$ cat config.mk
export PLATFORM = sky130hd
export DESIGN_NAME = busMaster
export DESIGN_NICKNAME = d
export VERILOG_FILES = /design/src/rtl/busMasterPkg.sv /design/src/rtl/txnIf.sv /design/src/rtl/arbIf.sv /design/src/rtl/serialShifter.sv /design/src/rtl/arbiterHandshake.sv /design/src/rtl/transferEngine.sv /design/src/rtl/sessionControl.sv /design/src/rtl/busMaster.sv
export SDC_FILE = /design/constraint.sdc
export NUM_CORES = 1
export LEC_CHECK = 0
export ABC_AREA = 1
export BUFFER_PORTS_ARGS = -buffer_cell sky130_fd_sc_hd__buf_2
export CORE_ASPECT_RATIO = 1.1
export CORE_MARGIN = 2
export CORE_UTILIZATION = 49
export CTS_CLUSTER_SIZE = 8
export DETAILED_ROUTE_END_ITERATION = 8
export GPL_ROUTABILITY_DRIVEN = 0
export PLACE_DENSITY = 0.67
export SLEW_MARGIN = 30
export SYNTH_ARGS = -nofsm -noshare
export SYNTH_HDL_FRONTEND = slang
export SYNTH_HIERARCHICAL = 1
export SYNTH_SLANG_ARGS = --single-unit
$ cat constraint.sdc
create_clock -name clk -period 1.6 [get_ports clk]
set_input_delay 0.32 -clock clk [delete_from_list [all_inputs] [get_ports clk]]
set_output_delay 0.32 -clock clk [all_outputs]
set_load 0.03 [all_outputs]
$ cat src/rtl/busMasterPkg.sv
package busMasterPkg;

    // data byte
    localparam int DATA_WIDTH = 8;

    typedef logic [DATA_WIDTH-1:0] dataT;

    //////////////////////////////
    // control frame goes out MSB first
    localparam int         CONTROL_LEN = 7;
    localparam logic [1:0] FRAME_START = 2'b11;
    localparam logic [2:0] SLAVE_ID    = 3'b100;

    typedef struct packed {
        logic [1:0] start;    // always 2'b11
        logic [2:0] slaveId;
        logic       write;    // 1 = write
        logic       burst;    // single byte only
    } ctrlFrameT;

    //////////////////////////////
    // arbiter line patterns
    localparam int REQ_LEN = 6;
    localparam int ACK_LEN = 3;
    localparam int REL_LEN = 4;

    // request is three ones then the slave id
    localparam logic [REQ_LEN-1:0] REQ_BITS = {3'b111, SLAVE_ID};
    localparam logic [ACK_LEN-1:0] ACK_BITS = 3'b101;
    localparam logic [REL_LEN-1:0] REL_BITS = 4'b0110;

    //////////////////////////////
    // session
    localparam int INCR_HOLD = 4;    // cycles spent showing the read byte

endpackage : busMasterPkg

$ cat src/rtl/txnIf.sv
`timescale 1ns/1ps

// session control <-> transfer engine
interface txnIf;

    logic               go;         // one-cycle pulse with no txn open
    logic               isWrite;    // held until done
    busMasterPkg::dataT wrData;     // held until done
    logic               done;       // one-cycle pulse
    busMasterPkg::dataT rdData;     // valid with done

    modport ses (
        output go, isWrite, wrData,
        input  done, rdData
    );

    modport eng (
        input  go, isWrite, wrData,
        output done, rdData
    );

endinterface : txnIf

$ cat src/rtl/arbIf.sv
`timescale 1ns/1ps

// all pulses between transfer engine and arbiter handshake
interface arbIf;

    logic req;
    logic granted;      // one per req
    logic releaseReq;
    logic released;     // one per releaseReq

    modport eng (
        output req, releaseReq,
        input  granted, released
    );

    modport arb (
        input  req, releaseReq,
        output granted, released
    );

endinterface : arbIf

$ cat src/rtl/serialShifter.sv
`timescale 1ns/1ps

module serialShifter #(
    parameter type payloadT = logic [7:0]
) (
    input  logic    clk,
    input  logic    rstN,
    input  logic    load,
    input  payloadT loadValue,
    input  logic    shiftEn,
    input  logic    serIn,
    output logic    serOut,
    output payloadT value
);

    logic [$bits(payloadT)-1:0] shiftReg;

    // load wins over shift
    always_ff @(posedge clk or negedge rstN) begin
        if (!rstN) begin
            shiftReg <= '0;
        end else if (load) begin
            shiftReg <= loadValue;
        end else if (shiftEn) begin
            shiftReg <= {shiftReg[$bits(payloadT)-2:0], serIn};    // toward MSB
        end
    end

    assign serOut = shiftReg[$bits(payloadT)-1];
    assign value  = payloadT'(shiftReg);

endmodule : serialShifter

$ cat src/rtl/arbiterHandshake.sv
`timescale 1ns/1ps

module arbiterHandshake (
    input  logic clk,
    input  logic rstN,
    arbIf.arb    arb,
    output logic arbSend,
    input  logic arbCont
);

    typedef enum logic [2:0] {
        idle,
        sendReq,
        waitGrant,
        sendAck,
        owned,
        sendRel
    } stateT;

    // wide enough for the longest pattern
    typedef logic [$clog2(busMasterPkg::REQ_LEN)-1:0] cntT;

    stateT      state;
    cntT        bitCnt;     // counts down as bit index into pattern
    logic [1:0] contHist;   // last two arbCont samples

    //////////////////////////////
    // pattern sequencing

    always_ff @(posedge clk or negedge rstN) begin
        if (!rstN) begin
            state        <= idle;
            bitCnt       <= '0;
            contHist     <= '0;
            arb.granted  <= 1'b0;
            arb.released <= 1'b0;
        end else begin
            contHist     <= {contHist[0], arbCont};
            arb.granted  <= 1'b0;
            arb.released <= 1'b0;

            case (state)
                idle: begin
                    if (arb.req) begin
                        state  <= sendReq;
                        bitCnt <= cntT'(busMasterPkg::REQ_LEN - 1);
                    end
                end
                sendReq: begin
                    if (bitCnt == '0) begin
                        state <= waitGrant;
                    end else begin
                        bitCnt <= bitCnt - 1'b1;
                    end
                end
                waitGrant: begin
                    // arbiter may keep us waiting here
                    if (contHist == 2'b11) begin
                        state  <= sendAck;
                        bitCnt <= cntT'(busMasterPkg::ACK_LEN - 1);
                    end
                end
                sendAck: begin
                    if (bitCnt == '0) begin
                        state       <= owned;
                        arb.granted <= 1'b1;
                    end else begin
                        bitCnt <= bitCnt - 1'b1;
                    end
                end
                owned: begin
                    if (arb.releaseReq) begin
                        state  <= sendRel;
                        bitCnt <= cntT'(busMasterPkg::REL_LEN - 1);
                    end
                end
                sendRel: begin
                    if (bitCnt == '0) begin
                        state        <= idle;
                        arb.released <= 1'b1;
                    end else begin
                        bitCnt <= bitCnt - 1'b1;
                    end
                end
                default: state <= idle;
            endcase
        end
    end

    //////////////////////////////
    // serial line to arbiter

    always_comb begin
        case (state)
            sendReq: arbSend = busMasterPkg::REQ_BITS[bitCnt];
            sendAck: arbSend = busMasterPkg::ACK_BITS[bitCnt[1:0]];
            sendRel: arbSend = busMasterPkg::REL_BITS[bitCnt[1:0]];
            default: arbSend = 1'b0;    // quiet while waiting or owning
        endcase
    end

endmodule : arbiterHandshake

$ cat src/rtl/transferEngine.sv
`timescale 1ns/1ps

module transferEngine (
    input  logic clk,
    input  logic rstN,
    txnIf.eng    txn,
    arbIf.eng    arb,
    output logic control,
    output logic wrD,
    output logic valid,
    input  logic rD,
    input  logic ready
);

    typedef enum logic [2:0] {
        idle,
        waitGrant,
        sendFrame,
        moveData,
        sendRelease,
        waitRelease
    } stateT;

    // covers both frame and data bit counts
    typedef logic [$clog2(busMasterPkg::DATA_WIDTH)-1:0] cntT;

    stateT                   state;
    cntT                     bitCnt;
    busMasterPkg::ctrlFrameT frame;
    logic                    loadAll;
    logic                    frameShift;
    logic                    dataShift;
    logic                    dataIn;
    logic                    dataMsb;

    always_comb begin
        frame.start   = busMasterPkg::FRAME_START;
        frame.slaveId = busMasterPkg::SLAVE_ID;
        frame.write   = txn.isWrite;
        frame.burst   = 1'b0;
    end

    // both shifters load on grant and data waits out the frame
    assign loadAll    = (state == waitGrant) && arb.granted;
    assign frameShift = (state == sendFrame);
    assign dataShift  = (state == moveData) && (txn.isWrite || ready);
    assign dataIn     = txn.isWrite ? 1'b0 : rD;   // zeros behind outgoing bits

    //////////////////////////////
    // shifters

    serialShifter #(.payloadT(busMasterPkg::ctrlFrameT)) frameShifter (
        .clk       (clk),
        .rstN      (rstN),
        .load      (loadAll),
        .loadValue (frame),
        .shiftEn   (frameShift),
        .serIn     (1'b0),
        .serOut    (control),
        .value     ()
    );

    serialShifter #(.payloadT(busMasterPkg::dataT)) dataShifter (
        .clk       (clk),
        .rstN      (rstN),
        .load      (loadAll),
        .loadValue (txn.wrData),
        .shiftEn   (dataShift),
        .serIn     (dataIn),
        .serOut    (dataMsb),
        .value     (txn.rdData)
    );

    //////////////////////////////
    // phase sequencing

    always_ff @(posedge clk or negedge rstN) begin
        if (!rstN) begin
            state  <= idle;
            bitCnt <= '0;
            valid  <= 1'b0;
        end else begin
            case (state)
                idle: begin
                    if (txn.go) state <= waitGrant;
                end
                waitGrant: begin
                    if (arb.granted) begin
                        state  <= sendFrame;
                        bitCnt <= cntT'(busMasterPkg::CONTROL_LEN - 1);
                    end
                end
                sendFrame: begin
                    if (bitCnt == '0) begin
                        state  <= moveData;
                        bitCnt <= cntT'(busMasterPkg::DATA_WIDTH - 1);
                        valid  <= txn.isWrite;
                    end else begin
                        bitCnt <= bitCnt - 1'b1;
                    end
                end
                moveData: begin
                    // reads stall on ready low
                    if (dataShift) begin
                        if (bitCnt == '0) begin
                            state <= sendRelease;
                            valid <= 1'b0;
                        end else begin
                            bitCnt <= bitCnt - 1'b1;
                        end
                    end
                end
                sendRelease: state <= waitRelease;
                waitRelease: begin
                    if (arb.released) state <= idle;
                end
                default: state <= idle;
            endcase
        end
    end

    assign arb.req        = (state == idle) && txn.go;
    assign arb.releaseReq = (state == sendRelease);
    assign txn.done       = (state == waitRelease) && arb.released;
    assign wrD            = dataMsb & valid;

endmodule : transferEngine

$ cat src/rtl/sessionControl.sv
`timescale 1ns/1ps

module sessionControl (
    input  logic               clk,
    input  logic               rstN,
    input  logic               start,
    input  logic               eoc,
    output logic               doneCom,
    output busMasterPkg::dataT dataOut,
    txnIf.ses                  txn
);

    typedef enum logic [2:0] {
        idle,
        reading,
        incrementing,
        writing,
        finished
    } phaseT;

    typedef logic [$clog2(busMasterPkg::INCR_HOLD)-1:0] holdT;

    phaseT              phase;
    holdT               holdCnt;
    busMasterPkg::dataT dataReg;   // byte to write back
    logic               goQ;

    //////////////////////////////
    // read, increment, write loop

    always_ff @(posedge clk or negedge rstN) begin
        if (!rstN) begin
            phase   <= idle;
            holdCnt <= '0;
            dataReg <= '0;
            dataOut <= '0;
            goQ     <= 1'b0;
        end else begin
            goQ <= 1'b0;
            case (phase)
                idle: begin
                    if (eoc) begin
                        phase <= finished;
                    end else begin
                        goQ   <= 1'b1;
                        phase <= start ? writing : reading;
                    end
                end
                reading: begin
                    if (txn.done) begin
                        dataOut <= txn.rdData;
                        dataReg <= txn.rdData + 1'b1;   // wraps at 255
                        holdCnt <= holdT'(busMasterPkg::INCR_HOLD - 1);
                        phase   <= incrementing;
                    end
                end
                incrementing: begin
                    if (holdCnt == '0) begin
                        goQ   <= 1'b1;
                        phase <= writing;
                    end else begin
                        holdCnt <= holdCnt - 1'b1;
                    end
                end
                writing: begin
                    if (txn.done) begin
                        if (eoc) begin
                            phase <= finished;
                        end else begin
                            goQ   <= 1'b1;
                            phase <= reading;
                        end
                    end
                end
                finished: phase <= finished;     // only reset leaves
                default:  phase <= idle;
            endcase
        end
    end

    assign txn.go      = goQ;
    assign txn.isWrite = (phase == writing);   // stable until done
    assign txn.wrData  = dataReg;
    assign doneCom     = (phase == finished);

endmodule : sessionControl

$ cat src/rtl/busMaster.sv
`timescale 1ns/1ps

module busMaster (
    input  logic               clk,
    input  logic               rstN,

    // user side
    input  logic               start,
    input  logic               eoc,
    output logic               doneCom,
    output busMasterPkg::dataT dataOut,

    // slave side
    output logic               control,
    output logic               wrD,
    output logic               valid,
    input  logic               rD,
    input  logic               ready,

    // arbiter side
    output logic               arbSend,
    input  logic               arbCont
);

    txnIf txnBus ();
    arbIf arbBus ();

    sessionControl session (
        .clk     (clk),
        .rstN    (rstN),
        .start   (start),
        .eoc     (eoc),
        .doneCom (doneCom),
        .dataOut (dataOut),
        .txn     (txnBus.ses)
    );

    transferEngine engine (
        .clk     (clk),
        .rstN    (rstN),
        .txn     (txnBus.eng),
        .arb     (arbBus.eng),
        .control (control),
        .wrD     (wrD),
        .valid   (valid),
        .rD      (rD),
        .ready   (ready)
    );

    arbiterHandshake handshake (
        .clk     (clk),
        .rstN    (rstN),
        .arb     (arbBus.arb),
        .arbSend (arbSend),
        .arbCont (arbCont)
    );

endmodule : busMaster

Yosys cells after proc, flatten, opt, wreduce, memory -nomap -nowiden
Memory sizes are Yosys's and may differ from the RTL's.
Cells that the tools add are included.
Widths: inputs -> output; s select.

cells by class
  $add $sub $neg = 4
  equality and inequality tests = 33
  multiplexer cells = 56
  bitwise operators = 1
  magnitude comparators = 2
  reduce and logical (&&, ||, !) cells = 26

operator list
  kind                 number
  $mux 3               25
  $pmux 3 s6           2
  $eq 3x2->1 const B   6
  $ne 2x1->1 const B   9
  $ne 2x2->1 const B   9
  $mux 8               2
  $eq 3x3->1 const B   5
  $logic_not 3->1      5
  $pmux 3 s5           1
  $mux 7               2
  $mux 1               13
  $pmux 3 s4           1
  $reduce_and 6->1     2
  $eq 3x1->1 const B   3
  $pmux 3 s3           1
  $add 8x1->8 const B  1
  $reduce_and 4->1     2
  $reduce_bool 2->1    4
  $mux 2               3
  $pmux 1 s3           2
  $reduce_and 3->1     2
  $sub 3x1->3 const B  2
  $reduce_and 5->1     1
  $bmux 1 s2           2
  14 further kinds     17

storage, ports and cells
  input bits = 7
  bits in read-only memories = 8
  flip-flop bits (word level) = 54
  memories = 1

memories
  memory            words  width  read ports  clocked after memory_dff  write ports  RTL line                source
  (name not given)  8      1      1           0                         0            arbiterHandshake.sv:95  sendReq: arbSend = busMasterPkg::REQ_BITS[bitCnt];

Logic depth before layout (Yosys ltp)
  word-level depth = 5
  gate-level depth with buffers = 10
  mapped depth without buffers = 9

Hierarchy
The synthesis kept the hierarchy.

modules (own cells, without submodules)
  module                                area an instance (um^2)  cells each  instances  sequential area each (um^2)
  sessionControl                        1,161.1                  142         1          550.5
  arbiterHandshake                      565.5                    71          1          250.2
  transferEngine                        556.8                    87          1          175.2
  serialShifter at engine.dataShifter   381.6                    45          1          200.2
  serialShifter at engine.frameShifter  347.8                    40          1          175.2

Worst setup path before layout
Ideal clock, no wire load.

  kind = register to output
  start = register handshake.bitCnt[1]
  end = output arbSend
  cell stages (with the launch flop) = 5
  arrival = 1.230 ns
  setup slack = 0.050 ns
  cell sequence = dfrtp_1 > inv_1 > ha_1 > o21ai_0 > o22ai_1

on the way
  word-level cells in the longest chain between the ends = 3
  elaborated cells on any way between the ends = 7
  those cells by class = mux (6); memory (1)

ends and longest elaborated chain
  item                                 RTL line                                                                source
  start: declaration                   arbiterHandshake.sv:24                                                  cntT bitCnt;
  start signal: assignment             arbiterHandshake.sv:46                                                  bitCnt <= cntT'(busMasterPkg::REQ_LEN - 1);
  start signal: assignment             arbiterHandshake.sv:53                                                  bitCnt <= bitCnt - 1'b1;
  start signal: assignment             arbiterHandshake.sv:60                                                  bitCnt <= cntT'(busMasterPkg::ACK_LEN - 1);
  $mem_v2 8x1 (tied with other cells)  --
  $mux 1 (on tied branches)            arbiterHandshake.sv:95, arbiterHandshake.sv:96, arbiterHandshake.sv:97
  $pmux 1 s3 *                         arbiterHandshake.sv:94                                                  case (state)
  end: declaration                     busMaster.sv:21                                                         output logic arbSend,

Every way passes the cells marked *; elsewhere a longest branch is shown, timed or not. The select of a mux whose other input is x is not followed.

Worst setup path in the final report
Same ends and word-level chain as after synthesis.

==> flow_metrics.tcl <==
set metrics [dict create \
    run_status "complete, but fails checks" \
    violated_checks "setup timing" \
    layout_common_cells "114 x sky130_fd_sc_hd__nand2_1, 65 x sky130_fd_sc_hd__nand3_1, 52 x sky130_fd_sc_hd__dfrtp_1" \
    setup_repair_after_global_routing_missed_its_margin "yes" \
    starting_utilization_of_the_core_area_pct 51.4 \
    worst_r2r_endpoint "handshake/bitCnt[0]" \
    route.antenna.remaining_nets 0 \
    final.setup_skew_ns 0.00535 \
    post_drt_wl_per_cell_um 11.9 \
    final_design_area_no_fill_um2 3420 \
    max_freq_mhz 588 \
    cts.clk_slew.worst_paths_ns 0.09 \
    cts_tree "done" \
    min_delay_path_depth 1 \
    fin_ws_ns -0.101 \
    clock-root-buffer "sky130_fd_sc_hd__clkbuf_8" \
    critPathTopFamily "flip-flops" \
    power_w 0.00220 \
    most_common_library_cell_in_the_layout_ignoring_fill_and_taps "sky130_fd_sc_hd__nand2_1" \
    timing.setup.critical_path_class "reg2out" \
    maximum_fanout_count_along_the_critical_path 3 \
    timing_max_transition_violations_final 0 \
    io_pins 20 \
    critical_path.cell_chain "buf_6 -> ha_2 -> nor2_2 -> o22ai_1 -> buf_4" \
    insertedDiodeCount 0 \
    crit_path_end_kind "output port" \
    die-width_um 78.7 \
    critPathMaxStageDelay_ns 0.41 \
    finalWorstPathRequiredPeriod_ns 1.70 \
    syn_warnings 6 \
    critical_path_depth 5 \
    power.static_leakage_nw 1.78 \
    grt_start_max_net_pins 39 \
    setup_viol 1 \
    placement_rows 29 \
    power-per-cell-area_nw_per_um2 643 \
    drv.max_cap_violation_count 0 \
    fin_worst_hold_slack_ns 0.115 \
    vdd_ir_drop_max_v 0.000368 \
    cts_max_level 2 \
    grt_use_total_pct 19.0 \
    finalHoldViolations 0 \
    startpoint_type "register" \
    post_synth.cell_area_avg_um2 7.83 \
    placement.cell_area_um2 3230 \
    dr.first_iter.drc_count 138 \
    clockBufferDepth 2 \
    floorplan.die.height_um 86.1 \
    netlist_instances 384 \
    clock_sink_count 54 \
    number_of_remaining_drc_errors 0 \
    r2r.worst_path.cells 9 \
    hold_path_startpoint "arbCont" \
    drt_pre_antenna_iters 4 \
    core_area_um2 5840 \
    cp.buffers_inverters 2 \
    final.period_utilization_pct 106 \
    grt_antenna_before_repair 0 \
    syn_to_final_growth_pct 13.8 \
    hold_path_class "in2reg" \
    vias_in_the_first_global_route 2410 \
    die_area_um2 6780 \
    finish.net_count 435 \
    grt_pass1_wl_um 10500 \
    critPathArrivalTime_ns 1.38 \
    worst_setup_path_startpoint "handshake/bitCnt[1]" \
    crit_required_ns 1.28 \
    fin_setup_tns_ns -0.101 \
    r2r-start "handshake/bitCnt[1]" \
    fillers 531 \
    r2r_setup_slack_ns 0.12 \
    worstHoldEndpoint "handshake/contHist[0]" \
    critPathSlowestCell "sky130_fd_sc_hd__dfrtp_1" \
    port_buffers 19 \
    route.final.wire_length_um 5920 \
    cts-buffers-inserted 5 \
    syn_area_um2 3010 \
    later_pin_clock_latency_in_the_skew_report_ns 0.31 \
    detailroute.via_count 2566 \
    layout-drive-gt1-share_pct 21.6 \
    post_drt_via_cell_ratio 5.14 \
    place_hpwl_um 4150 \
    grt-ovfl-total 0 \
]
## area by class of cell
cell class              instances  area [um2]  share of cell area [%]
clock buffers                   7        86.3                    2.52
repair buffers                 36         259                    7.57
flip-flops and latches         54        1350                    39.6
inverters                      48         184                    5.38
multi-input cells             276        1440                    42.0
clock inverters                 1        5.00                   0.146
well taps                      77        96.3                    2.82
## routing by layer
metal | up-vias | share of wire, % | global-route usage, %
li1 | 1298 | - | -
met1 | 1210 | 47 | 25.8
met2 | 49 | 49 | 32.0
met3 | 9 | 3.3 | 3.16
met4 | 0 | 1.3 | 4.31
met5 | - | 0 | 0
## worst max path at each step
stage,endpoint,slack [ns]
final,arbSend,-0.10
after floorplan,arbSend,0.05
after global placement,arbSend,0.09
after CTS,arbSend,-0.1
after detailed placement,session/txn.wrData[7],0.06
after global routing,arbSend,-0.19
## report_power, final
| part | internal [W] | switching (W) | leakage [nW] |
|---|---|---|---|
| Sequential | 0.00137 | 0.000000857 | 0.649 |
| Combinational | 0.0000135 | 0.0000338 | 1.09 |
| Clock | 0.000350 | 0.000437 | 0.0482 |
## sequential cells by signal, summed over array words and instances (netlist names)
name	cells
handshake/arb.released	1
engine/frameShifter/value	7
session/txn.wrData	8
handshake/state	3
session/holdCnt	2
session/dataOut	8
engine/state	3
engine/bitCnt	3
handshake/bitCnt	3
handshake/arb.granted	1
engine/dataShifter/value	8
session/phase	3
session/txn.go	1
handshake/contHist	2
engine/valid	1
## repair_timing
action / CTS / global route
hold endpoints to repair: 16 / 0
setup endpoints to repair: 2 / 24
buffers inserted: 2 / 3
gates resized for setup: 8 / 11
hold buffers: 1 / 0
pin swaps: 2 / 5
## per-stage QoR
stage / utilization, % / instances / setup slack, ns
4_1_cts: 57.6 / 496 / -0.0985
6_report: 58.6 / 499 / -0.101
3_5_place_dp: 55.2 / 485 / 0.0640
5_1_grt: 58.6 / 499 / -0.188
3_3_place_gp: 55.2 / 485 / 0.0945
2_1_floorplan: - / 389 / 0.0503
(Power assumes the default switching activity.)
